## src/verilog/flow_deser_pkg.sv

```systemverilog
package flow_deser_pkg;

  // Width of one narrow flit on the link side
  localparam int push_width = 8;

  // Width of one wide packet on the core side
  localparam int pop_width = 32;

  // Sideband field that rides along with every flit and is not packed
  localparam int metadata_width = 3;

  // Number of flits that make up one full packet
  localparam int deser_ratio = pop_width / push_width;

  // Counts flits 0 to deser_ratio-1, and the don't-care count has the same range
  localparam int flit_id_width = $clog2(deser_ratio);

  // The first flit of a packet lands in the most significant slot
  // Set to 0 for little endian packing, which this link does not use
  localparam bit deserialize_msb_first = 1'b1;

  // One packet word with two views
  // The deserializer fills it one flit slot at a time through slots
  // The core sees the same bits as one flat word
  // Slot deser_ratio-1 is the most significant flit
  typedef union packed {
    logic [pop_width-1:0]                   word;
    logic [deser_ratio-1:0][push_width-1:0] slots;
  } pop_packet_u;

endpackage

```

## src/verilog/flow_if.sv

```systemverilog
`timescale 1ns/1ns

// Narrow valid/ready flit channel between the skid buffer and the deserializer
interface flow_if;
  import flow_deser_pkg::*;

  // A flit moves on a clk edge where valid and ready are both high
  logic                      valid;
  logic                      ready;
  logic [push_width-1:0]     data;
  // Marks the flit that closes a packet early, or on its last slot
  logic                      last;
  logic [metadata_width-1:0] metadata;

  // The sending side holds valid and payload steady until ready is seen
  modport source (
    output valid,
    output data,
    output last,
    output metadata,
    input  ready
  );

  // The receiving side may lower ready based on its own state
  modport sink (
    input  valid,
    input  data,
    input  last,
    input  metadata,
    output ready
  );

endinterface

```

## src/verilog/flow_deser_top.sv

```systemverilog
`timescale 1ns/1ns

// Receive side of the narrow-to-wide link
// Link flits pass a skid buffer first, then get packed into wide packets
module flow_deser_top (
  input  logic                                     clk,
  input  logic                                     arst_n,

  // Narrow link side
  input  logic                                     push_valid,
  output logic                                     push_ready,
  input  logic [flow_deser_pkg::push_width-1:0]     push_data,
  input  logic                                     push_last,
  input  logic [flow_deser_pkg::metadata_width-1:0] push_metadata,

  // Wide core side
  output logic                                     pop_valid,
  input  logic                                     pop_ready,
  output logic [flow_deser_pkg::pop_width-1:0]      pop_data,
  output logic                                     pop_last,
  output logic [flow_deser_pkg::flit_id_width-1:0]  pop_last_dont_care_count,
  output logic [flow_deser_pkg::metadata_width-1:0] pop_metadata
);

  // Flit channel from the skid buffer to the deserializer
  flow_if skid_to_deser ();

  // Takes link flits with a registered ready
  flow_skid_buffer flow_skid_buffer_i (
    .clk           (clk),
    .arst_n        (arst_n),
    .push_valid    (push_valid),
    .push_ready    (push_ready),
    .push_data     (push_data),
    .push_last     (push_last),
    .push_metadata (push_metadata),
    .out           (skid_to_deser.source)
  );

  // Packs buffered flits into packets for the core
  flow_deserializer flow_deserializer_i (
    .clk                      (clk),
    .arst_n                   (arst_n),
    .push                     (skid_to_deser.sink),
    .pop_valid                (pop_valid),
    .pop_ready                (pop_ready),
    .pop_data                 (pop_data),
    .pop_last                 (pop_last),
    .pop_last_dont_care_count (pop_last_dont_care_count),
    .pop_metadata             (pop_metadata)
  );

endmodule

```

## src/verilog/flow_deserializer.sv

```systemverilog
`timescale 1ns/1ns

// Packs narrow flits into one wide packet
// Flits before the final one are stored in a packet register
// The final flit is merged on the way out, so the packet leaves in the
// same cycle the final flit shows up at the sink
module flow_deserializer (
  input  logic                                     clk,
  input  logic                                     arst_n,
  flow_if.sink                                     push,
  output logic                                     pop_valid,
  input  logic                                     pop_ready,
  output logic [flow_deser_pkg::pop_width-1:0]      pop_data,
  output logic                                     pop_last,
  output logic [flow_deser_pkg::flit_id_width-1:0]  pop_last_dont_care_count,
  output logic [flow_deser_pkg::metadata_width-1:0] pop_metadata
);
  import flow_deser_pkg::*;

  // Index of the next flit within the current packet
  logic [flit_id_width-1:0] flit_cnt;

  // Slot that the flit at flit_cnt belongs in
  logic [flit_id_width-1:0] slot_idx;

  // Flits stored so far, and the packet as presented on the pop side
  pop_packet_u packet_q;
  pop_packet_u packet_out;

  logic is_final;
  logic push_fire;

  // A flit is final on the last slot or when it carries last
  assign is_final = (flit_cnt == flit_id_width'(deser_ratio - 1)) | push.last;

  // With msb first, flit 0 goes to the top slot and counts downwards
  assign slot_idx = deserialize_msb_first ?
                    flit_id_width'(deser_ratio - 1) - flit_cnt :
                    flit_cnt;

  // Non-final flits are always taken since there is room in the packet register
  // The final flit can only be taken together with the packet
  assign push.ready = is_final ? pop_ready : 1'b1;

  assign push_fire = push.valid & push.ready;

  // Packet is complete as soon as its final flit is present
  assign pop_valid = push.valid & is_final;

  // Drop the final flit into its slot on top of the stored flits
  // Slots below it keep whatever the previous packet left and are don't-care
  always_comb begin
    packet_out                 = packet_q;
    packet_out.slots[slot_idx] = push.data;
  end

  assign pop_data = packet_out.word;

  // Last and metadata travel with the final flit itself
  assign pop_last     = push.last;
  assign pop_metadata = push.metadata;

  // Slots after the final flit are empty
  // A full packet without last reports zero, same as a full packet with last
  assign pop_last_dont_care_count = push.last ?
                                    flit_id_width'(deser_ratio - 1) - flit_cnt :
                                    '0;

  // Flit counter
  always_ff @(posedge clk or negedge arst_n) begin
    if (!arst_n) begin
      flit_cnt <= '0;
    end else if (push_fire) begin
      if (is_final) begin
        // Packet went out this cycle, start a fresh one
        flit_cnt <= '0;
      end else begin
        flit_cnt <= flit_cnt + 1'b1;
      end
    end
  end

  // Packet register, written one slot per accepted non-final flit
  always_ff @(posedge clk) begin
    if (push_fire && !is_final) begin
      packet_q.slots[slot_idx] <= push.data;
    end
  end

endmodule

```

## src/verilog/flow_skid_buffer.sv

```systemverilog
`timescale 1ns/1ns

// Two-entry skid buffer on the link side
// The push-side ready comes straight from a flop, so the link never sees
// a combinational path from the core back-pressure
module flow_skid_buffer (
  input  logic                                     clk,
  input  logic                                     arst_n,
  input  logic                                     push_valid,
  output logic                                     push_ready,
  input  logic [flow_deser_pkg::push_width-1:0]     push_data,
  input  logic                                     push_last,
  input  logic [flow_deser_pkg::metadata_width-1:0] push_metadata,
  flow_if.source                                   out
);
  import flow_deser_pkg::*;

  // Main entry, which is what the output presents
  logic                      main_valid;
  logic [push_width-1:0]     main_data;
  logic                      main_last;
  logic [metadata_width-1:0] main_metadata;

  // Skid entry, which catches the flit that was in flight when the output stalled
  logic                      skid_valid;
  logic [push_width-1:0]     skid_data;
  logic                      skid_last;
  logic [metadata_width-1:0] skid_metadata;

  logic push_fire;
  logic main_free;

  assign push_fire = push_valid & push_ready;

  // The main entry can take a new flit if it is empty or it leaves this cycle
  assign main_free = !main_valid | out.ready;

  // Occupancy and the registered ready
  // Ready stays high as long as the skid entry is empty, which means
  // at least one of the two entries is free for the next flit
  always_ff @(posedge clk or negedge arst_n) begin
    if (!arst_n) begin
      main_valid <= 1'b0;
      skid_valid <= 1'b0;
      push_ready <= 1'b1;
    end else begin
      if (main_free) begin
        // The skid entry drains into main first, else the new flit goes there
        // A flit cannot arrive while skid is full since ready was low then
        main_valid <= skid_valid | push_fire;
        skid_valid <= 1'b0;
        push_ready <= 1'b1;
      end else if (push_fire) begin
        // Output stalled and a flit came in, park it in skid
        skid_valid <= 1'b1;
        push_ready <= 1'b0;
      end
    end
  end

  // Payload of the main entry
  // The older flit in skid always goes out before the one on push
  always_ff @(posedge clk) begin
    if (main_free) begin
      if (skid_valid) begin
        main_data     <= skid_data;
        main_last     <= skid_last;
        main_metadata <= skid_metadata;
      end else if (push_fire) begin
        main_data     <= push_data;
        main_last     <= push_last;
        main_metadata <= push_metadata;
      end
    end
  end

  // Payload of the skid entry, only written while the output is stalled
  always_ff @(posedge clk) begin
    if (!main_free && push_fire) begin
      skid_data     <= push_data;
      skid_last     <= push_last;
      skid_metadata <= push_metadata;
    end
  end

  // Output side shows the main entry
  assign out.valid    = main_valid;
  assign out.data     = main_data;
  assign out.last     = main_last;
  assign out.metadata = main_metadata;

endmodule
```

## config.mk

```make
export PLATFORM = sky130hd
export DESIGN_NAME = flow_deser_top
export DESIGN_NICKNAME = d
export VERILOG_FILES = /design/src/verilog/flow_deser_pkg.sv /design/src/verilog/flow_if.sv /design/src/verilog/flow_deser_top.sv /design/src/verilog/flow_deserializer.sv /design/src/verilog/flow_skid_buffer.sv
export SDC_FILE = /design/constraint.sdc
export NUM_CORES = 1
export LEC_CHECK = 0
export ABC_AREA = 1
export BUFFER_PORTS_ARGS = -buffer_cell sky130_fd_sc_hd__clkbuf_2
export CAP_MARGIN = 30
export CORE_MARGIN = 3
export CORE_UTILIZATION = 30
export DETAILED_ROUTE_END_ITERATION = 10
export PLACE_DENSITY_LB_ADDON = 0.15
export SYNTH_ARGS = -nofsm -noshare
export SYNTH_HDL_FRONTEND = slang
export SYNTH_SLANG_ARGS = --single-unit
```

## constraint.sdc

```tcl
create_clock -name clk -period 2.8 [get_ports clk]
set_input_delay 0.42 -clock clk [delete_from_list [all_inputs] [get_ports clk]]
set_output_delay 0.42 -clock clk [all_outputs]
set_load 0.03 [all_outputs]
```

Word level (Yosys, flattened, before mapping) --
Cells that the tools add are included.
Operators by class: mux-type cells 16, $lt $le $gt $ge 2, add/sub/neg operators 2, bitwise gates (word level) 6, equality and inequality tests 1, reductions and logical operators 9
Operators by type and width (count):
- 32-bit bitwise mux | 1
- 8-bit two-way mux | 3
- 8-bit demux with 2-bit select | 1
- 1-bit two-way mux | 7
- 3-bit two-way mux | 2
- 2-bit two-way mux | 2
- 2-bit nonzero test | 2
- 1-bit AND | 3
- 1-bit logical AND | 3
- 1-bit zero test | 3
- 2-bit by 3-bit < comparator with 1-bit output, second input constant | 1
- 1-bit bitwise OR | 3
- 2-bit by 1-bit adder with 2-bit output, second input constant | 1
- 2-bit equality test, second input constant | 1
- 2-bit by 1-bit greater-or-equal comparator with 1-bit output, second input constant | 1
- 2-bit AND reduction | 1
- 2-bit subtractor, first input constant | 1
Storage, ports and cells: logic and storage cells 47, bits of input ports 16, output and inout bits 40, register bits after elaboration 61

Logic depth before layout (Yosys ltp) --
depth after elaboration 6, gate-level depth with buffers 6, mapped depth without buffers 6

Hierarchy --
From an unflattened synthesis, not the netlist that was laid out.
Unflattened totals: cells, all modules 191, area total of the unflattened synthesis 2567.5 um^2
By module, submodules not included:
- flow_deserializer | cells each 112, times used 1, seq. area each 1011.0 um^2, area each 1560.2 um^2
- flow_skid_buffer | cells each 79, times used 1, seq. area each 797.0 um^2, area each 1007.2 um^2

Least setup slack after synthesis --
No wires, ideal clock.
path type reg-to-reg, start register flow_deserializer_i.flit_cnt[0], end register flow_deserializer_i.packet_q[0] (netlist name) (enable), clock period less this slack 2460 ps, cell stages (with the launch flop) 3, setup time 418 ps, setup slack 340 ps, data required time 2382 ps, path buffers 0, arrival time 2042 ps, cells stage by stage dfrtp_1 > ha_1 > nor3_2
On the way: word-level cells in the longest chain between the ends 5, elaborated cells between the ends (all ways) 6, classes of those cells eq/ne: 1; mux: 1; bitwise: 2; reduce/logical: 2
RTL lines:
- from (decl) | RTL line flow_deserializer.sv:21 | logic [flit_id_width-1:0] flit_cnt;
- from (signal assigned) | RTL line flow_deserializer.sv:78 | flit_cnt <= flit_cnt + 1'b1;
- 2-bit equality test * | RTL line flow_deserializer.sv:34 | assign is_final = (flit_cnt == flit_id_width'(deser_ratio - 1)) | push.last;
- 1-bit bitwise OR * | RTL line flow_deserializer.sv:34
- 1-bit two-way mux | RTL line flow_deserializer.sv:43 | assign push.ready = is_final ? pop_ready : 1'b1;
- 1-bit AND | RTL line flow_deserializer.sv:45 | assign push_fire = push.valid & push.ready;
- 1-bit logical AND * | RTL line flow_deserializer.sv:85 | if (push_fire && !is_final) begin
- to (decl) | RTL line flow_deserializer.sv:27 | pop_packet_u packet_q;
Mark *: on every way between the ends. The rest lies on a longest branch, timed or not. A chain may end at the register's enable or synchronous reset.

Worst setup path after layout --
start register flow_deserializer_i.flit_cnt[0], end output pop_data[26] (netlist name)
On the way: word-level cells in the longest chain between the ends 6, elaborated cells between the ends (all ways) 7, classes of those cells add/sub: 1; order compare: 2; mux: 3; reduce/logical: 1
RTL lines:
- 2-bit subtractor * | RTL line flow_deserializer.sv:38 | flit_id_width'(deser_ratio - 1) - flit_cnt :
- 2-bit by 3-bit < comparator with 1-bit output (implied by the code) / 2-bit by 1-bit greater-or-equal comparator with 1-bit output (equally long branches) | RTL line flow_deserializer.sv:54 | packet_out.slots[slot_idx] = push.data;
- 1-bit logical AND (implied by the code) | RTL line flow_deserializer.sv:54
- 8-bit two-way mux (implied by the code) | RTL line flow_deserializer.sv:54
- 8-bit demux with 2-bit select *
- 32-bit bitwise mux * | RTL line flow_deserializer.sv:54
- to (decl) | RTL line flow_deser_top.sv:19 | output logic [flow_deser_pkg::pop_width-1:0] pop_data,
Marked as above.

==> flow_summary.toml <==
[power]
p_int_mw = 1.99
vdd_drop_max_v = 0.000320
switching_share_pct = 40.5
p_per_area_nw_per_um2 = 1090
switchingPower_mw = 1.36
pwr-share-clk_pct = 18.8
power_frac_comb_pct = 41.0
power_leakage_nw = 1.30
p_seq_share_pct = 40.2

[global_routing]
grtUsageMet3_pct = 5.00
grt_use_met2_pct = 16.6
grt_overflow_total = 0
grt_max_degree = 35
grt_pass1_vias = 1562
grt_pass1_wl_um = 8520
grt_antenna_before_repair = 0
grt.busiest_layer = "met2"
met1_usage_pct = 15.7
track_usage_pct = 11.7

[drt]
wl_um = 5180
first_pass_iters = 4
avgViaCountPerCell = 4.25
drc = 0
wl_per_cell_um = 14.4
drt_iter0_drc = 99
vias = 1525
ant_nets = 0

[worst_setup_path]
cp-start-kind = "register"
arrival_ns = 1.92
crit_type = "reg -> out"
required_ns = 2.38
cp-end-kind = "output port"
path_max_fanout = 8

[sta]
slew_violations = 0
min_period_ns = 2.34
fin_setup_tns_ns = 0
slew_headroom_pct = 59.7
holdWs_ns = 0.281
finClkSkew_ns = 0.0124
rsz0062_at_grt = "no"
setup_viol = 0
finalCritPeriodShare_pct = 83.7
hold_viol = 0
max_freq_ghz = 0.427
worstMarginPinSlew_ns = 0.604

[layout]
antenna-diode-count = 0
layout_commonest_cell = "nand2_1"
final_cell_mix = "nand2_1 (70), edfxtp_1 (56), clkbuf_2 (55)"
seq_area_um2 = 1810
fin_nets = 269
drive_above_1_share_pct = 33.5
multi_input_area_um2 = 661
fill_cells = 838
area_growth_pct = 20.9

[clocking]
clock_latency_ns = 0.33
htree_num_levels = 3
cts_sinks = 61
cts_tree = "done"
cts-root-buf = "clkbuf_8"
clk_pin_slew_ns = 0.06
post-cts-setup-buffer-count = 0
cts_inserted_buffers = 9
clock_path_buffers = 2

[floorplanning]
die_h_um = 98.3
start_util_pct = 30.9
io_pins = 56
fp.dieW_um = 98.3
dieArea_um2 = 9660
core_area_um2 = 8260
rows = 33

[yosys]
yosysUniqueCellTypes = 18
synth_seq_cells = 61
ys_warn_count = 0
synth_area_um2 = 2550
synth_nets = 206
syn-mean-instance-area_um2 = 13.7
seq_area_frac_synth_pct = 70.8
syn_inst = 186

[place]
io_buffers = 55
gp_congestion = 0.676
dpl.hpwl_um = 3650

[status]
status = "finished clean"

[worst_hold_path]
hold_class = "in -> reg"

[run]
cap_viol_max_count = 0
## power groups by stage
stage          combinational, mW  clock [mW]  sequential, mW
4_1_cts                     1.40       0.662            1.35
3_3_place_gp                1.39           0            1.37
5_1_grt                     1.48       0.702            1.37
6_report                    1.37       0.632            1.35
2_1_floorplan               1.04           0            1.36
3_5_place_dp                1.40           0            1.37
## per-layer routing
layer	vias up	part of all wire, %
met3	6	6.6
met2	48	46
met1	710	47
met5	-	0
met4	0	0.91
li1	761	-
## path summary, 6_finish.rpt
check / from / endpoint / slack (ns) / cells past startpoint
max: flow_deserializer_i.flit_cnt[0] / pop_data[26] / 0.46 / 4
min: push_metadata[1] / flow_skid_buffer_i.skid_metadata[1] / 0.28 / 1
max reg2reg: flow_deserializer_i.flit_cnt[0] / flow_skid_buffer_i.out.data[6] / 0.76 / 6
min reg2reg: flow_skid_buffer_i.push_ready / flow_skid_buffer_i.push_ready / 0.52 / 2
max in group asynchronous: arst_n / flow_skid_buffer_i.push_ready / 2.14 / 2
min in group asynchronous: arst_n / flow_deserializer_i.flit_cnt[0] / 0.44 / 2
## flip-flops by register name, summed over array words and instances (netlist names)
register / flops
flow_skid_buffer_i.out.data: 8
flow_skid_buffer_i.out.last: 1
flow_deserializer_i.packet_q: 32
flow_skid_buffer_i.out.valid: 1
flow_skid_buffer_i.skid_metadata: 3
flow_skid_buffer_i.out.metadata: 3
flow_skid_buffer_i.skid_last: 1
flow_skid_buffer_i.skid_data: 8
flow_skid_buffer_i.push_ready: 1
flow_skid_buffer_i.skid_valid: 1
flow_deserializer_i.flit_cnt: 2
## logic make-up after synthesis
group                    Yosys count  share of synthesized area (%)
AND/OR/NAND/NOR                   79                           12.4
flip-flops                        61                           70.8
multiplexers                      24                           10.6
buffers and inverters             16                           3.62
adder cells (fa/ha/maj)            4                           1.96
AO/OA/AOI/OAI                      2                          0.637
## timing repair
item                                    CTS  global route
hold endpoints to repair                  4             0
hold buffers                              1             0
endpoints found under the setup margin    0             0
gates resized for setup                   0             0
## stage by stage
stage | worst slack, ns | power [mW] | util (%) | cells | area [um2]
floorplan | 0.340 | 2.40 | - | 186 | 2550
global placement | 0.792 | 2.76 | 35.5 | 342 | 2930
detailed placement | 0.744 | 2.77 | 35.5 | 342 | 2930
CTS | 0.449 | 3.42 | 37.4 | 359 | 3090
global route | 0.304 | 3.55 | 37.4 | 359 | 3090
finish | 0.456 | 3.36 | 37.4 | 359 | 3090
## layout make-up
cell class                      count  share of cell area (%)
Sequential cell                    61                    58.5
Multi-Input combinational cell    109                    21.4
Timing Repair Buffer               58                    9.72
Clock buffer                       16                    4.86
Tap cell                          105                    4.25
Inverter                           10                    1.22
## critical path, cell delays in order, from the launching register on
cell and delay (ns):
dfrtp_1 0.42, inv_1 0.11, ha_1 0.45, mux2_1 0.41
clkbuf_2 0.20
## Yosys cell counts
| master | count | area [um2] |
|---|---|---|
| buf_2 | 2 | 10.0 |
| buf_6 | 4 | 45.0 |
| dfrtp_1 | 4 | 100 |
| dfstp_2 | 1 | 26.3 |
| edfxtp_1 | 56 | 1680 |
| ha_1 | 4 | 50.1 |
| inv_1 | 7 | 26.3 |
| inv_2 | 3 | 11.3 |
| mux2_1 | 15 | 169 |
| mux2_2 | 9 | 101 |
| nand2_1 | 70 | 263 |
| nand2_2 | 2 | 12.5 |
| nor2_1 | 4 | 15.0 |
| nor2_2 | 1 | 6.26 |
| nor2_4 | 1 | 11.3 |
| nor3_2 | 1 | 10.0 |
| o211ai_1 | 1 | 7.51 |
| o21ai_2 | 1 | 8.76 |
Power figures use the tool's default switching activity.
